File: config.mk
export PLATFORM = sky130hd
export DESIGN_NAME = dcache_req_stage
export DESIGN_NICKNAME = d
export VERILOG_FILES = /design/src/dcache_pkg.sv /design/src/dcache_req_stage.sv
export SDC_FILE = /design/constraint.sdc
export NUM_CORES = 1
export LEC_CHECK = 0
export BUFFER_PORTS_ARGS = -buffer_cell sky130_fd_sc_hd__buf_2
export CORE_AREA = 3 3 76 78
export DETAILED_ROUTE_END_ITERATION = 8
export DIE_AREA = 0 0 79 81
export GPL_TIMING_DRIVEN = 0
export PLACE_DENSITY = 0.82
export SETUP_SLACK_MARGIN = 0.02
export SLEW_MARGIN = 20
export SYNTH_ARGS = -nofsm -noshare
export SYNTH_HDL_FRONTEND = slang
export SYNTH_SLANG_ARGS = --single-unit
File: constraint.sdc
create_clock -name clk_i -period 0.8 [get_ports clk_i]
set_clock_uncertainty 0.2 [all_clocks]
set_input_delay 0.08 -clock clk_i [delete_from_list [all_inputs] [get_ports clk_i]]
set_output_delay 0.08 -clock clk_i [all_outputs]
set_load 0.01 [all_outputs]
File: src/dcache_pkg.sv
/*
  shared definitions for the two-way write-back data cache
  geometry, address field widths and the FSM / bus command enums
  every cache module refers to these through dcache_pkg:: names
*/
package dcache_pkg;

  // ----------------------------------------------------------
  // geometry
  // ----------------------------------------------------------
  localparam int XLEN           = 32;  // data word
  localparam int ADDR_W         = 32;  // byte address
  localparam int BE_W           = XLEN / 8;
  localparam int WAYS           = 2;
  localparam int SETS           = 16;
  localparam int WORDS_PER_LINE = 4;
  localparam int LINE_W         = XLEN * WORDS_PER_LINE;  // 16 byte line

  // address split: tag | index | word | byte
  localparam int BYTE_OFF_W = 2;
  localparam int WORD_OFF_W = 2;
  localparam int IDX_W      = 4;
  localparam int TAG_W      = ADDR_W - IDX_W - WORD_OFF_W - BYTE_OFF_W;
  localparam int WAY_IDX_W  = 1;
  localparam int LFSR_W     = 16;  // replacement random source

  // ----------------------------------------------------------
  // FSM encodings
  // ----------------------------------------------------------
  typedef enum logic [1:0] {
    CTRL_LOOKUP,  // tag compare, hit response
    CTRL_WB,      // dirty victim going out
    CTRL_FILL,    // new line coming in
    CTRL_REPLAY   // re-read arrays after fill
  } ctrl_state_e;

  typedef enum logic [1:0] {
    CMD_NONE,
    CMD_READ_LINE,
    CMD_WRITE_LINE
  } bus_cmd_e;

  typedef enum logic [1:0] {
    BUS_IDLE,
    BUS_WAIT_GNT,
    BUS_BURST
  } bus_state_e;

endpackage

File: src/dcache_req_stage.sv
/*
  cpu request register of the data cache
  a request is taken when cpu_req_i meets accept_i (the cache ready)
  and is held as index / tag / word fields for the lookup cycle
  rd_idx_o starts the array read in the acceptance cycle itself
*/
module dcache_req_stage (
  input  logic                            clk_i,
  input  logic                            rst_ni,
  input  logic                            cpu_req_i,
  input  logic                            cpu_we_i,
  input  logic [dcache_pkg::ADDR_W-1:0]   cpu_addr_i,
  input  logic [dcache_pkg::XLEN-1:0]     cpu_wdata_i,
  input  logic [dcache_pkg::BE_W-1:0]     cpu_be_i,
  input  logic                            accept_i,
  output logic                            lk_valid_o,
  output logic                            lk_we_o,
  output logic [dcache_pkg::IDX_W-1:0]    lk_idx_o,
  output logic [dcache_pkg::TAG_W-1:0]    lk_tag_o,
  output logic [dcache_pkg::WORD_OFF_W-1:0] lk_word_o,
  output logic [dcache_pkg::XLEN-1:0]     lk_wdata_o,
  output logic [dcache_pkg::BE_W-1:0]     lk_be_o,
  output logic [dcache_pkg::IDX_W-1:0]    rd_idx_o
);

  localparam int IDX_LSB = dcache_pkg::BYTE_OFF_W + dcache_pkg::WORD_OFF_W;

  logic accept;

  assign accept   = cpu_req_i & accept_i;
  assign rd_idx_o = cpu_addr_i[IDX_LSB +: dcache_pkg::IDX_W];  // same-cycle array read

  // valid drops whenever nothing is taken
  always_ff @(posedge clk_i or negedge rst_ni) begin
    if (!rst_ni) lk_valid_o <= 1'b0;
    else         lk_valid_o <= accept;
  end

  // request fields, held through a miss
  always_ff @(posedge clk_i) begin
    if (accept) begin
      lk_we_o    <= cpu_we_i;
      lk_idx_o   <= cpu_addr_i[IDX_LSB +: dcache_pkg::IDX_W];
      lk_tag_o   <= cpu_addr_i[dcache_pkg::ADDR_W-1 -: dcache_pkg::TAG_W];
      lk_word_o  <= cpu_addr_i[dcache_pkg::BYTE_OFF_W +: dcache_pkg::WORD_OFF_W];
      lk_wdata_o <= cpu_wdata_i;
      lk_be_o    <= cpu_be_i;
    end
  end

endmodule

==> results by stage, run 1 <==
Placed design:
- The HPWL reported at the end of detailed placement is 3.257 mm.
- The global placement routability congestion is 0.7261.
- Buffers placed on the I/O ports in this run total 142.

Finish:
- The share of final-layout standard cells stronger than drive strength 1 is 0.7021.
- Compared with the post-synthesis result, the final layout area differs by 51.30%.
- Once layout is complete, the utilization of the core stands at 0.6103.
- The repair_antennas step left the layout with diodes totalling 0.
- The final net count is 303.

Routing:
- The average detailed-routed wire length per instance is 14.86 um.
- The initial detailed-routing violation count is 41.
- The detail route stage leaves a number of antenna-violating nets equal to 0.
- The detailed-routing iteration count for the pre-antenna-repair pass is 3.
- The routed via count is ~1300.
- The remaining design rule violation count is 0.
- After detailed routing, the number of vias per cell comes to 4.187.
- The routed design has 4.533 mm of wire.

Global route:
- The first global-routing pass estimated between 6 and 7 mm of wire.
- The leftover overflow at the end of global routing is 0.
- The initial antenna violation count is 0.
- In the global route stage, overall resource usage came out at 0.1461.
- Entering global routing, the biggest net connects 18 pins.
- The number of global-route vias before repair was 1277.

Synth:
- After synthesis, the largest family of logic cells by area is buffers and inverters.
- Of the post-synthesis cell area, the part taken by muxes is 0.
- The commonest cells after synthesis are 67 x sky130_fd_sc_hd__edfxtp_1, 4 x sky130_fd_sc_hd__buf_4, 1 x sky130_fd_sc_hd__and2_1, 1 x sky130_fd_sc_hd__dfrtp_1.
- The number of enable flip-flop cells after synthesis is 67.
- After synthesis the netlist holds a flip-flop and latch count of 68.
- The gate count after technology mapping is 73.
- The post-synthesis cell type with the largest combined area is sky130_fd_sc_hd__edfxtp_1.
- The total number of yosys warnings is 0.
- The share of the synthesized netlist area taken by xor and xnor gates is 0.
- The netlist area before placement is just over 2000 um^2.
- The most used flip-flop cell after synthesis is sky130_fd_sc_hd__edfxtp_1.
- The adder-cell share of the synthesized area is 0.
- The library cell with the highest instance count after synthesis is sky130_fd_sc_hd__edfxtp_1.
- For this run, asynchronously set or reset flops after synthesis account for 0.01471.
- The area fraction in compound gates after synthesis is 0.
- Synthesis produced a netlist with a net count of 146.
- The simple-gate portion of the synthesized area is 0.003018.
- The share of the yosys chip area belonging to registers is 0.9825.
- The unique cell type count in the Yosys netlist is 4.
- Yosys attributes the largest share of cell area to sky130_fd_sc_hd__edfxtp_1 97%, sky130_fd_sc_hd__buf_4 1.4%, sky130_fd_sc_hd__dfrtp_1 1.2%.
- Each instance of the synthesized netlist takes up on average 28.40 um^2.
- The share of Yosys cell area claimed by the top area cell type is 0.9704.

Min path:
- Along the worst hold path, the cell count comes to 1.
- In this run the most critical hold path is launched from cpu_be_i[1].
- The worst hold path belongs to the class input port to register.

CTS:
- The H-tree generated during clock tree synthesis spans 3 levels.
- After clock tree synthesis, the setup repair step added 0 buffers.
- The number of clock sinks is 68.
- The CTS clock-pin slew for the worst setup and hold paths is around 0.070 ns.
- The clock passes through at most 2 buffers.
- Buffers inserted to repair hold after CTS numbered 1.
- The TritonCTS clock tree is yes.
- The root buffer cell is sky130_fd_sc_hd__clkbuf_8.
- The TritonCTS buffer count is 9.

Timing:
- Final hold analysis gives a worst-case slack of -0.2774 ns.
- The final count of hold timing violations was 69.
- For the pin with the worst max-slew slack, the measured transition is roughly 0.24 ns.
- Setup repair after global routing could not meet its margin everywhere.
- The final critical path time including I/O delays and setup is 1.135 ns.
- The final critical-path setup slack is -0.3352 ns.
- The sum of negative setup slack is -20.80 ns.
- In this run the tightest slew margin relative to its limit is 0.8402.
- Setup violations remaining at the end of the flow were counted as 68.
- Static timing analysis puts the maximum clock frequency at 880.9 MHz.
- In the finished design, the share of the clock period the worst path needs comes to 1.419.
- The final number of max-transition violations is 0.

Floorplan:
- The vertical die dimension is 81 um.
- The starting utilization of the core area is 0.4034.
- 145 I/O pins were placed.
- The number of rows created at floorplan is 26.
- The die covers 6399 um^2.
- The placeable core area is 5140 um^2.
- The die is 79 um wide.

Run status:
- The flow ran to the end, but the final reports show violations.
- The final reports fail on negative hold slack, negative setup slack.

Power and ir drop:
- The design draws about 7.7 mW.
- The cell area power density is around 2500 nW/um^2.
- For this design the static power due to leakage is 1.348 nW.
- The worst voltage drop across the vdd grid is 0.001458 V.

Critical path:
- The worst setup path is captured at an output port.
- The worst setup path is of the register to output port kind.
- The biggest fanout along the worst timing path is 1.
- The critical path starts at lk_tag_o[10]$_DFFE_PP_.
- The number of cells on the critical path is 1.
- STA classifies the critical path startpoint as a register.
- The required arrival time at the worst endpoint is about 0.52 ns.
- The delay of the slowest cell on the worst path is 0.38 ns.
- The master of the slowest instance on the critical path is sky130_fd_sc_hd__edfxtp_1.
- Walking the worst path, the cells encountered are buf_2.
- Broken down by cell family, the worst path's largest delay share belongs to flip-flops.
- Data on the critical path arrives at its endpoint at roughly 0.86 ns.
- The number of buffers and inverters on the critical path is 1.

Flow run:
- Across the run, the number of max-cap violations was 0.
==> metrics by stage <==
| step | std cells | hold WS, ns | setup slack, ns | instance area (um^2) |
|---|---|---|---|---|
| 6_report | 305 | -0.2774 | -0.3352 | 3137 |
| 5_1_grt | 305 | -0.3021 | -0.3929 | 3137 |
| 4_1_cts | 305 | -0.2992 | -0.3671 | 3124 |
| 2_1_floorplan | 73 | -0.4156 | -0.4185 | 2076 |
| 3_3_place_gp | 285 | -0.3439 | -0.6291 | 2874 |
| 3_5_place_dp | 285 | -0.3417 | -0.6578 | 2874 |
==> area by class of cell <==
type                       count  area [um^2]
sequential                    68         2037
timing repair buffer         143        733.2
multi-input combinational      4        35.03
tap                           70        87.58
buffer                         4        30.03
clock buffer                  13        168.9
fill                         385         2003
clock inverter                 3        45.04
==> cells in the final DEF, fill, tap and decap left out, drive strengths merged <==
master and count:
buf 146, dlygate4sd3 1, bufinv 1, clkbuf 13, edfxtp 67, dfrtp 1
clkinvlp 2, and2 4
==> power breakdown <==
part	internal (mW)	switching (mW)	total [mW]	leakage, nW
combinational	0.306	0.335	0.641	0.605
clock	1.70	1.18	2.87	0.102
sequential	4.18	0.0493	4.23	0.642
==> state kept, by name (all words and copies together) (netlist names) <==
register and cells:
lk_be_o 4, lk_word_o 2, lk_tag_o 24, lk_idx_o 4, lk_valid_o 1, lk_we_o 1, lk_wdata_o 32
==> worst paths after layout <==
path / endpoint / slack, ns
setup / recovery: lk_tag_o[10] / -0.34
hold / removal: lk_be_o[1]$_DFFE_PP_ / -0.28
max in group asynchronous: lk_valid_o$_DFF_PN0_ / 0.47
min in group asynchronous: lk_valid_o$_DFF_PN0_ / -0.16
==> layer usage <==
layer | track usage | part of all wire
met5 | 0 | 0
met4 | 0.08247 | 0.013
met3 | 0.1020 | 0.16
met2 | 0.2332 | 0.49
met1 | 0.1393 | 0.33
==> repair_timing <==
action,4_1_cts,5_1_grt
endpoints found under the hold margin,69,69
pin swaps,2,0
gates resized for setup,3,2
gates cloned,3,0
setup endpoints to repair,136,68
==> cells by family after synthesis <==
group / Yosys count
AND/OR/NAND/NOR: 1
flip-flops: 68
buffers and inverters: 4
(Power assumes the default switching activity.)
==> inputs of run 2 (changes only) <==
ABC_AREA = 1   (was unset)
CORE_AREA = 2 2 76 78   (was 3 3 76 78)
DIE_AREA = 0 0 78 80   (was 0 0 79 81)
PLACE_DENSITY = 0.81   (was 0.82)
==> results by stage, run 2 <==
Finish:
- The number of antenna cells inserted was 0 (unchanged).
- The number of fill cells in the layout is 396 (+2.9%).
- The share of the core filled with cells in the final layout was 0.6245 (+0.01426).
- The final net count was 312 (+3.0%).
- The register with the most flip-flops in the final layout is lk_wdata_o.
- The multi-input logic area is 20.02 um^2 (-43%).
- The largest registers in the layout are lk_wdata_o: 32 flops, lk_tag_o: 24 flops.
- The register cell area after layout was 2037 um^2 (unchanged).
- The share of final-layout standard cells stronger than drive strength 1 is 0.7131 (+0.01099).
- The most frequent standard cell in the layout excluding fill and tap cells is sky130_fd_sc_hd__buf_2.
- Compared with the post-synthesis result, the final layout area differs by 62.73%.
- The final standard cell area without fillers is 3376 um^2 (+7.6%).
- In the layout the commonest cells are 139 x sky130_fd_sc_hd__buf_2, 67 x sky130_fd_sc_hd__edfxtp_1, 9 x sky130_fd_sc_hd__clkbuf_8.
- The flip-flop count of the largest register after layout is 32 (unchanged).
- The non-filler instance count after layout was 316 (+3.6%).

Min path:
- The cell depth of the worst hold path is 1 (unchanged).
- The worst hold path terminates at lk_wdata_o[27]$_DFFE_PP_.
- In this run the most critical hold path is launched from cpu_wdata_i[27].
- The tightest min-delay check is of the input port to register type.

Critical path:
- The required arrival time at the worst endpoint is 0.52 ns (about the same).
- The biggest fanout along the worst timing path is 1 (unchanged).
- The critical path class is register to output port.
- The number of cells on the critical path is 1 (unchanged).
- On the critical path the largest part of the delay comes from flip-flops.
- The delay of the slowest cell on the worst path came to 0.39 ns (about the same).
- The total buffers and inverters traversed by the critical path is 1 (unchanged).
- The signal arrival time at the worst endpoint came to 0.88 ns (+0.02 ns).
- The master of the slowest instance on the critical path is sky130_fd_sc_hd__edfxtp_1.
- The nature of the critical path startpoint is a register.
- The worst setup path is captured at an output port.
- Walking the worst path, the cells encountered are buf_2.

Timing:
- The number of setup violations in the final report came to 103 (+51%).
- The worst hold margin was -0.2875 ns (-0.01009 ns).
- The final critical-path setup slack is -0.3561 ns (-0.02090 ns).
- Setup repair after global routing could not meet its margin everywhere.
- The final count of hold timing violations is 68 (-1.4%).
- The worst max-slew margin expressed relative to the limit is 0.9008 (+0.06058).
- The share of the clock period used by the worst path is 1.445 (+0.02613).
- The final number of max-transition violations is 0 (unchanged).
- The sum of negative setup slack is -21.83 ns (-1.034 ns).
- The achievable clock frequency was 865.0 MHz (-1.8%).
- The slew at the pin closest to its max-slew limit is 0.1488 ns (-0.09087 ns).
- The final critical path time including I/O delays and setup came to 1.156 ns (+0.02090 ns).

Global route:
- The pin count of the biggest net entering global routing came to 17 (-1).
- The overall track demand over capacity in global routing is 0.1494 (+0.003269).
- The first-pass GRT wire length is 6.492 mm (+0.64%).
- The initial antenna violation count was 0 (unchanged).
- The number of global-route vias before repair is 1375 (+7.7%).
- The leftover overflow at the end of global routing was 0 (unchanged).

Synth:
- The unique cell type count in the Yosys netlist came to 5 (+1).
- The share of synthesized registers carrying an async set or reset was 0.01471 (unchanged).
- The average instance area after synthesis was 28.03 um^2 (-1.3%).
- The adder-cell share of the synthesized area is 0 (unchanged).
- Among all flip-flop cells after synthesis, the most frequent one is sky130_fd_sc_hd__edfxtp_1.
- The simple-gate portion of the synthesized area is 0.001809 (-0.001208).
- By count the netlist is led by 67 x sky130_fd_sc_hd__edfxtp_1, 4 x sky130_fd_sc_hd__buf_4, 1 x sky130_fd_sc_hd__dfrtp_1, 1 x sky130_fd_sc_hd__inv_1, 1 x sky130_fd_sc_hd__nand2_1.
- The post-synthesis net count came to 147 (+0.68%).
- The area fraction in compound gates after synthesis came to 0 (unchanged).
- The share of the yosys chip area belonging to registers is 0.9819 (about the same).
- Ranked by total cell area, the synthesized netlist is headed by sky130_fd_sc_hd__edfxtp_1 97%, sky130_fd_sc_hd__buf_4 1.4%, sky130_fd_sc_hd__dfrtp_1 1.2%.
- The number of register bits inferred by synthesis was 68 (unchanged).
- The post-synthesis mux area share is 0 (unchanged).
- The library cell with the highest instance count after synthesis is sky130_fd_sc_hd__edfxtp_1.
- The gate count after technology mapping is 74 (+1.4%).
- The share of the synthesized netlist area taken by xor and xnor gates came to 0 (unchanged).
- The netlist area before placement is 2074 um^2 (about the same).
- The largest family of logic cells by synthesized area is buffers and inverters.
- Summed over all instances, the cell type with the most area after synthesis is sky130_fd_sc_hd__edfxtp_1.
- The number of enable flip-flop cells after synthesis is 67 (unchanged).
- The share of Yosys cell area claimed by the top area cell type is 0.9698 (about the same).
- The total number of yosys warnings is 0 (unchanged).

Placed design:
- The number of buffers added on ports came to 142 (unchanged).
- The HPWL reported at the end of detailed placement is 3.293 mm (+1.1%).
- The worst setup slack before clock tree synthesis is -0.6948 ns (-0.03702 ns).
- The global placement routability congestion is 0.7183 (-1.1%).
- The instance area after placement is 2943 um^2 (+2.4%).
- The number of placed instances with taps included was 290 (+1.8%).

CTS:
- The maximum buffer depth of the clock tree is 2 (unchanged).
- The CTS clock-pin slew for the worst setup and hold paths is 0.08 ns (about the same).
- TritonCTS built the clock tree.
- The count of hold buffers inserted by post-cts repair is 1 (unchanged).
- The TritonCTS buffer count is 9 (unchanged).
- The tree is rooted in a sky130_fd_sc_hd__clkbuf_8.
- The maximum level of the CTS H-tree came to 3 (unchanged).
- The number of clock sinks was 68 (unchanged).

Power and ir drop:
- The combinational fraction of design power came to 0.098 (+0.015).
- The share of power burned in the clock network is 0.374 (+0.003).
- The leakage power total is 1.448 nW (+7.4%).
- The worst voltage drop across the vdd grid was 0.001467 V (+0.62%).
- The sequential cell fraction of total power is 0.528 (-0.018).
- The total power of the final layout is 8.005 mW (+3.4%).
- The design internal power is 6.346 mW (+2.7%).
- The cell area power density is 2371 nW/um^2 (-3.9%).
- The net switching power is 1.659 mW (+6.2%).
- The share of total power consumed by net switching came to 0.2072 (+0.005478).

Floorplan:
- The starting utilization of the core area came to 0.3838 (-0.01956).
- The boundary pin count came to 145 (unchanged).
- The die span in x is 78 um (-1.3%).
- The die footprint is 6240 um^2 (-2.5%).
- The vertical die dimension is 80 um (-1.2%).
- The placeable core area is 5405 um^2 (+5.2%).
- The number of rows created at floorplan is 27 (+3.8%).

Routing:
- The initial detailed-routing violation count is 33 (-20%).
- The average detailed-routed wire length per instance is 14.76 um (-0.67%).
- The detail-routed via count per cell is 4.297 (+2.6%).
- The remaining design rule violation count is 0 (unchanged).
- The antenna violation net count after detailed routing is 0 (unchanged).
- The detailed-routing iteration count for the pre-antenna-repair pass was 4 (+1).
- The routed via count came to 1358 (+6.3%).
- The final wirelength is 4.665 mm (+2.9%).

Flow run:
- The reported max-cap violation count was 0 (unchanged).

Run status:
- The flow ran to the end, but the final reports show violations.
- The final reports fail on negative hold slack, negative setup slack.
==> run 2: cell count changes after synthesis, sizes merged <==
cell | previous run | this run
and2 | 1 | 0
nand2 | 0 | 1
inv | 0 | 1
==> run 2: kinds of logic (layout without fill, tap and decap cells) <==
kind of cell	count (synthesis)	after routing
AND/OR/NAND/NOR	1	1
flip-flops	68	68
buffers and inverters	5	175
==> run 2: routing by layer <==
metal / global-route usage / vias up / wire, um
met5: 0 / - / 0
met3: 0.1007 / 11 / 676
li1: - / 624 / -
met2: 0.2509 / 103 / 2255
met1: 0.1417 / 620 / 1640
met4: 0.06491 / 0 / 92
==> run 2: area by class of cell <==
type / instances / area share
Sequential cell: 68 / 0.6034
Timing Repair Buffer: 154 / 0.2884
Clock buffer: 10 / 0.03781
Clock inverter: 6 / 0.02669
Tap cell: 72 / 0.02669
Buffer: 4 / 0.008895
Multi-Input combinational cell: 1 / 0.005930
Inverter: 1 / 0.002224
==> run 2: worst max-delay path by stage <==
stage	startpoint	end	slack, ns
floorplan	cpu_req_i	lk_be_o[0]$_DFFE_PP_	-0.88
global placement	cpu_req_i	lk_wdata_o[3]$_DFFE_PP_	-1.36
detailed placement	cpu_req_i	lk_wdata_o[3]$_DFFE_PP_	-0.69
CTS	lk_wdata_o[9]$_DFFE_PP_	lk_wdata_o[9]	-0.39
global route	lk_wdata_o[9]$_DFFE_PP_	lk_wdata_o[9]	-0.41
finish	lk_wdata_o[9]$_DFFE_PP_	lk_wdata_o[9]	-0.36
==> run 2: power groups by stage <==
stage                     Clock [mW]  Sequential (mW)  Combinational, mW
after floorplan                    0             4.45             0.0748
after global placement             0             4.31              0.624
after detailed placement           0             4.31              0.666
after CTS                       3.07             4.23              0.776
after global routing            3.22             4.24              0.841
final                           3.00             4.23              0.781
==> run 2: what timing repair did <==
item / 4_1_cts / 5_1_grt
resized for setup: 10 / 1
endpoints found under the hold margin: 68 / 68
buffers inserted: 5 / 0
endpoints found under the setup margin: 136 / 107
pin swaps: 1 / 0
gates cloned: 3 / 2
==> inputs of run 3 (changes only) <==
BUFFER_PORTS_ARGS = -buffer_cell sky130_fd_sc_hd__buf_4   (was -buffer_cell sky130_fd_sc_hd__buf_2)
==> results by stage, run 3 (synthesized netlist as in run 2, its figures left out) <==
Timing:
- The final critical-path setup slack is -0.3639 ns (-0.007760 ns).
- The worst hold margin is -0.2801 ns (+0.007434 ns).
- The share of the clock period used by the worst path is 1.455 (+0.009700).
- The sum of negative setup slack is -22.14 ns (-0.3102 ns).
- Setup repair after global routing could not meet its margin everywhere.
- The final critical path time including I/O delays and setup was 1.164 ns (+0.007760 ns).
- The number of setup violations in the final report came to 68 (-34%).
- The slew at the pin closest to its max-slew limit came to 0.1115 ns (-0.03737 ns).
- The achievable clock frequency is 859.2 MHz (-0.67%).
- The final number of max-transition violations is 0 (unchanged).
- The worst max-slew margin expressed relative to the limit was 0.9257 (+0.02491).
- The final count of hold timing violations is 68 (unchanged).

Global route:
- The first-pass GRT wire length is 6.941 mm (+6.9%).
- The number of global-route vias before repair came to 1387 (+0.87%).
- The overall track demand over capacity in global routing is 0.1557 (+0.006303).
- The pin count of the biggest net entering global routing is 39 (+22).
- The leftover overflow at the end of global routing is 0 (unchanged).
- The initial antenna violation count is 0 (unchanged).

Finish:
- In the final layout, the registers with the most flip-flops are lk_wdata_o: 32 flops, lk_tag_o: 24 flops.
- Leaving out fill and tap cells, the most frequent cell in the layout is sky130_fd_sc_hd__buf_4.
- The register cell area after layout is 2037 um^2 (unchanged).
- The multi-input logic area was 20.02 um^2 (unchanged).
- The number of antenna cells inserted came to 0 (unchanged).
- The number of fill cells in the layout is 327 (-17%).
- The flip-flop count of the largest register after layout is 32 (unchanged).
- In the layout the commonest cells are 87 x sky130_fd_sc_hd__buf_4, 67 x sky130_fd_sc_hd__edfxtp_1, 61 x sky130_fd_sc_hd__buf_6.
- Relative to the synthesized area, the layout overhead comes to 86.01%.
- The final net count came to 311 (-0.32%).
- Counting flops per register, the top entry is lk_wdata_o.
- The share of final-layout standard cells stronger than drive strength 1 was 0.7078 (-0.005296).

Routing:
- The initial detailed-routing violation count is 27 (-18%).
- The average detailed-routed wire length per instance is 16.38 um (+11%).
- The detail-routed via count per cell came to 4.216 (-1.9%).
- The remaining design rule violation count was 0 (unchanged).
- The antenna violation net count after detailed routing was 0 (unchanged).
- The detailed-routing iteration count for the pre-antenna-repair pass is 4 (unchanged).
- The routed via count is 1328 (-2.2%).
- The final wirelength is 5.159 mm (+11%).

Critical path:
- The total buffers and inverters traversed by the critical path was 1 (unchanged).
- The signal arrival time at the worst endpoint is 0.88 ns (about the same).
- Traced cell by cell, the critical path runs through buf_6.
- The critical path in this run is classified as register to output port.
- The required arrival time at the worst endpoint is 0.52 ns (about the same).
- The slowest stage of the critical path is the sky130_fd_sc_hd__edfxtp_1 cell.
- The capturing element type of the critical path is an output port.
- The biggest fanout along the worst timing path is 1 (unchanged).
- The delay of the slowest cell on the worst path is 0.42 ns (+0.03 ns).
- STA classifies the critical path startpoint as a register.
- Among cell families on the critical path, the largest total delay comes from flip-flops.

CTS:
- The CTS clock-pin slew for the worst setup and hold paths is 0.08 ns (about the same).
- The TritonCTS buffer count is 9 (unchanged).
- The root buffer cell is sky130_fd_sc_hd__clkbuf_8.
- The number of clock sinks is 68 (unchanged).
- The maximum level of the CTS H-tree was 3 (unchanged).
- The count of hold buffers inserted by post-cts repair is 1 (unchanged).
- TritonCTS built the clock tree.
- The maximum buffer depth of the clock tree came to 2 (unchanged).

Power and ir drop:
- The design internal power is 6.326 mW (-0.33%).
- The cell area power density is 2087 nW/um^2 (-12%).
- The sequential cell fraction of total power is 0.532 (+0.004).
- The total power of the final layout is 8.054 mW (+0.61%).
- The leakage power total came to 1.601 nW (+11%).
- The share of power burned in the clock network is 0.334 (-0.040).
- The net switching power was 1.728 mW (+4.2%).
- The share of total power consumed by net switching was 0.2146 (+0.007358).
- The worst voltage drop across the vdd grid is 0.001375 V (-6.3%).
- The combinational fraction of design power is 0.134 (+0.036).

Floorplan:
- The die span in x is 78 um (unchanged).
- The number of rows created at floorplan came to 27 (unchanged).
- The die footprint is 6240 um^2 (unchanged).
- The starting utilization of the core area is 0.3838 (unchanged).
- The boundary pin count came to 145 (unchanged).
- The vertical die dimension is 80 um (unchanged).
- The placeable core area is 5405 um^2 (unchanged).

Flow run:
- The reported max-cap violation count was 0 (unchanged).

Placed design:
- The global placement routability congestion was 0.7080 (-1.4%).
- The number of buffers added on ports is 142 (unchanged).

Run status:
- The final reports fail on negative hold slack, negative setup slack.
- The flow ran to the end, but the final reports show violations.

Min path:
- The class of the tightest hold or removal check is input port to register.
==> run 3: cell types whose count changed in the layout (fill, tap and decap cells not counted), moves of 2 or more <==
cell	previous run	this run
sky130_fd_sc_hd__buf_2	139	0
sky130_fd_sc_hd__buf_16	4	0
sky130_fd_sc_hd__buf_12	2	4
sky130_fd_sc_hd__buf_4	5	87
sky130_fd_sc_hd__buf_6	4	61
==> run 3: per-layer routing <==
layer | vias to the layer above | wire, um | share of wire | GRT usage
li1 | 620 | - | - | -
met3 | 11 | 679 | 0.13 | 0.1018
met2 | 96 | 2566 | 0.50 | 0.2491
met4 | 0 | 66 | 0.013 | 0.06316
met1 | 601 | 1847 | 0.36 | 0.1627
met5 | - | 0 | 0 | 0
==> run 3: metrics by stage <==
step | setup slack [ns] | cell area (um^2) | utilization | std cells
floorplan | -0.8767 | 2095 | - | 74
global placement | -1.345 | 3251 | 0.6014 | 288
detailed placement | -0.9183 | 3271 | 0.6051 | 289
CTS | -0.3768 | 3622 | 0.6701 | 309
global route | -0.4037 | 3859 | 0.7139 | 315
finish | -0.3639 | 3859 | 0.7139 | 315
==> run 3: layout make-up <==
cell class,count,share of cell area
tap,72,0.02335
multi-input combinational,1,0.005188
clock inverter,6,0.01654
buffer,4,0.007782
inverter,1,0.001946
timing repair inverter,1,0.001946
timing repair buffer,152,0.3823
clock buffer,10,0.03307
sequential,68,0.5279
==> run 3: path summary, 6_finish.rpt <==
path / startpoint / end / slack (ns) / cells after the start
min in group asynchronous: rst_ni / lk_valid_o$_DFF_PN0_ / -0.13 / 2
max: lk_tag_o[5]$_DFFE_PP_ / lk_tag_o[5] / -0.36 / 1
max in group asynchronous: rst_ni / lk_valid_o$_DFF_PN0_ / 0.45 / 2
min: cpu_addr_i[14] / lk_tag_o[6]$_DFFE_PP_ / -0.28 / 1
==> run 3: what timing repair did <==
action,in CTS,in global routing
endpoints found under the hold margin,68,68
setup endpoints to repair,136,112
pin swaps,0,1
gates resized for setup,35,30
buffers inserted,2,3
cloned,1,3
==> run 3: power by group through the flow <==
stage / logic (mW) / registers [mW] / clock network, mW
floorplan: 0.0748 / 4.45 / 0
global route: 1.14 / 4.30 / 2.92
CTS: 0.950 / 4.27 / 2.75
detailed placement: 0.870 / 4.32 / 0
global placement: 0.841 / 4.32 / 0
finish: 1.08 / 4.28 / 2.69
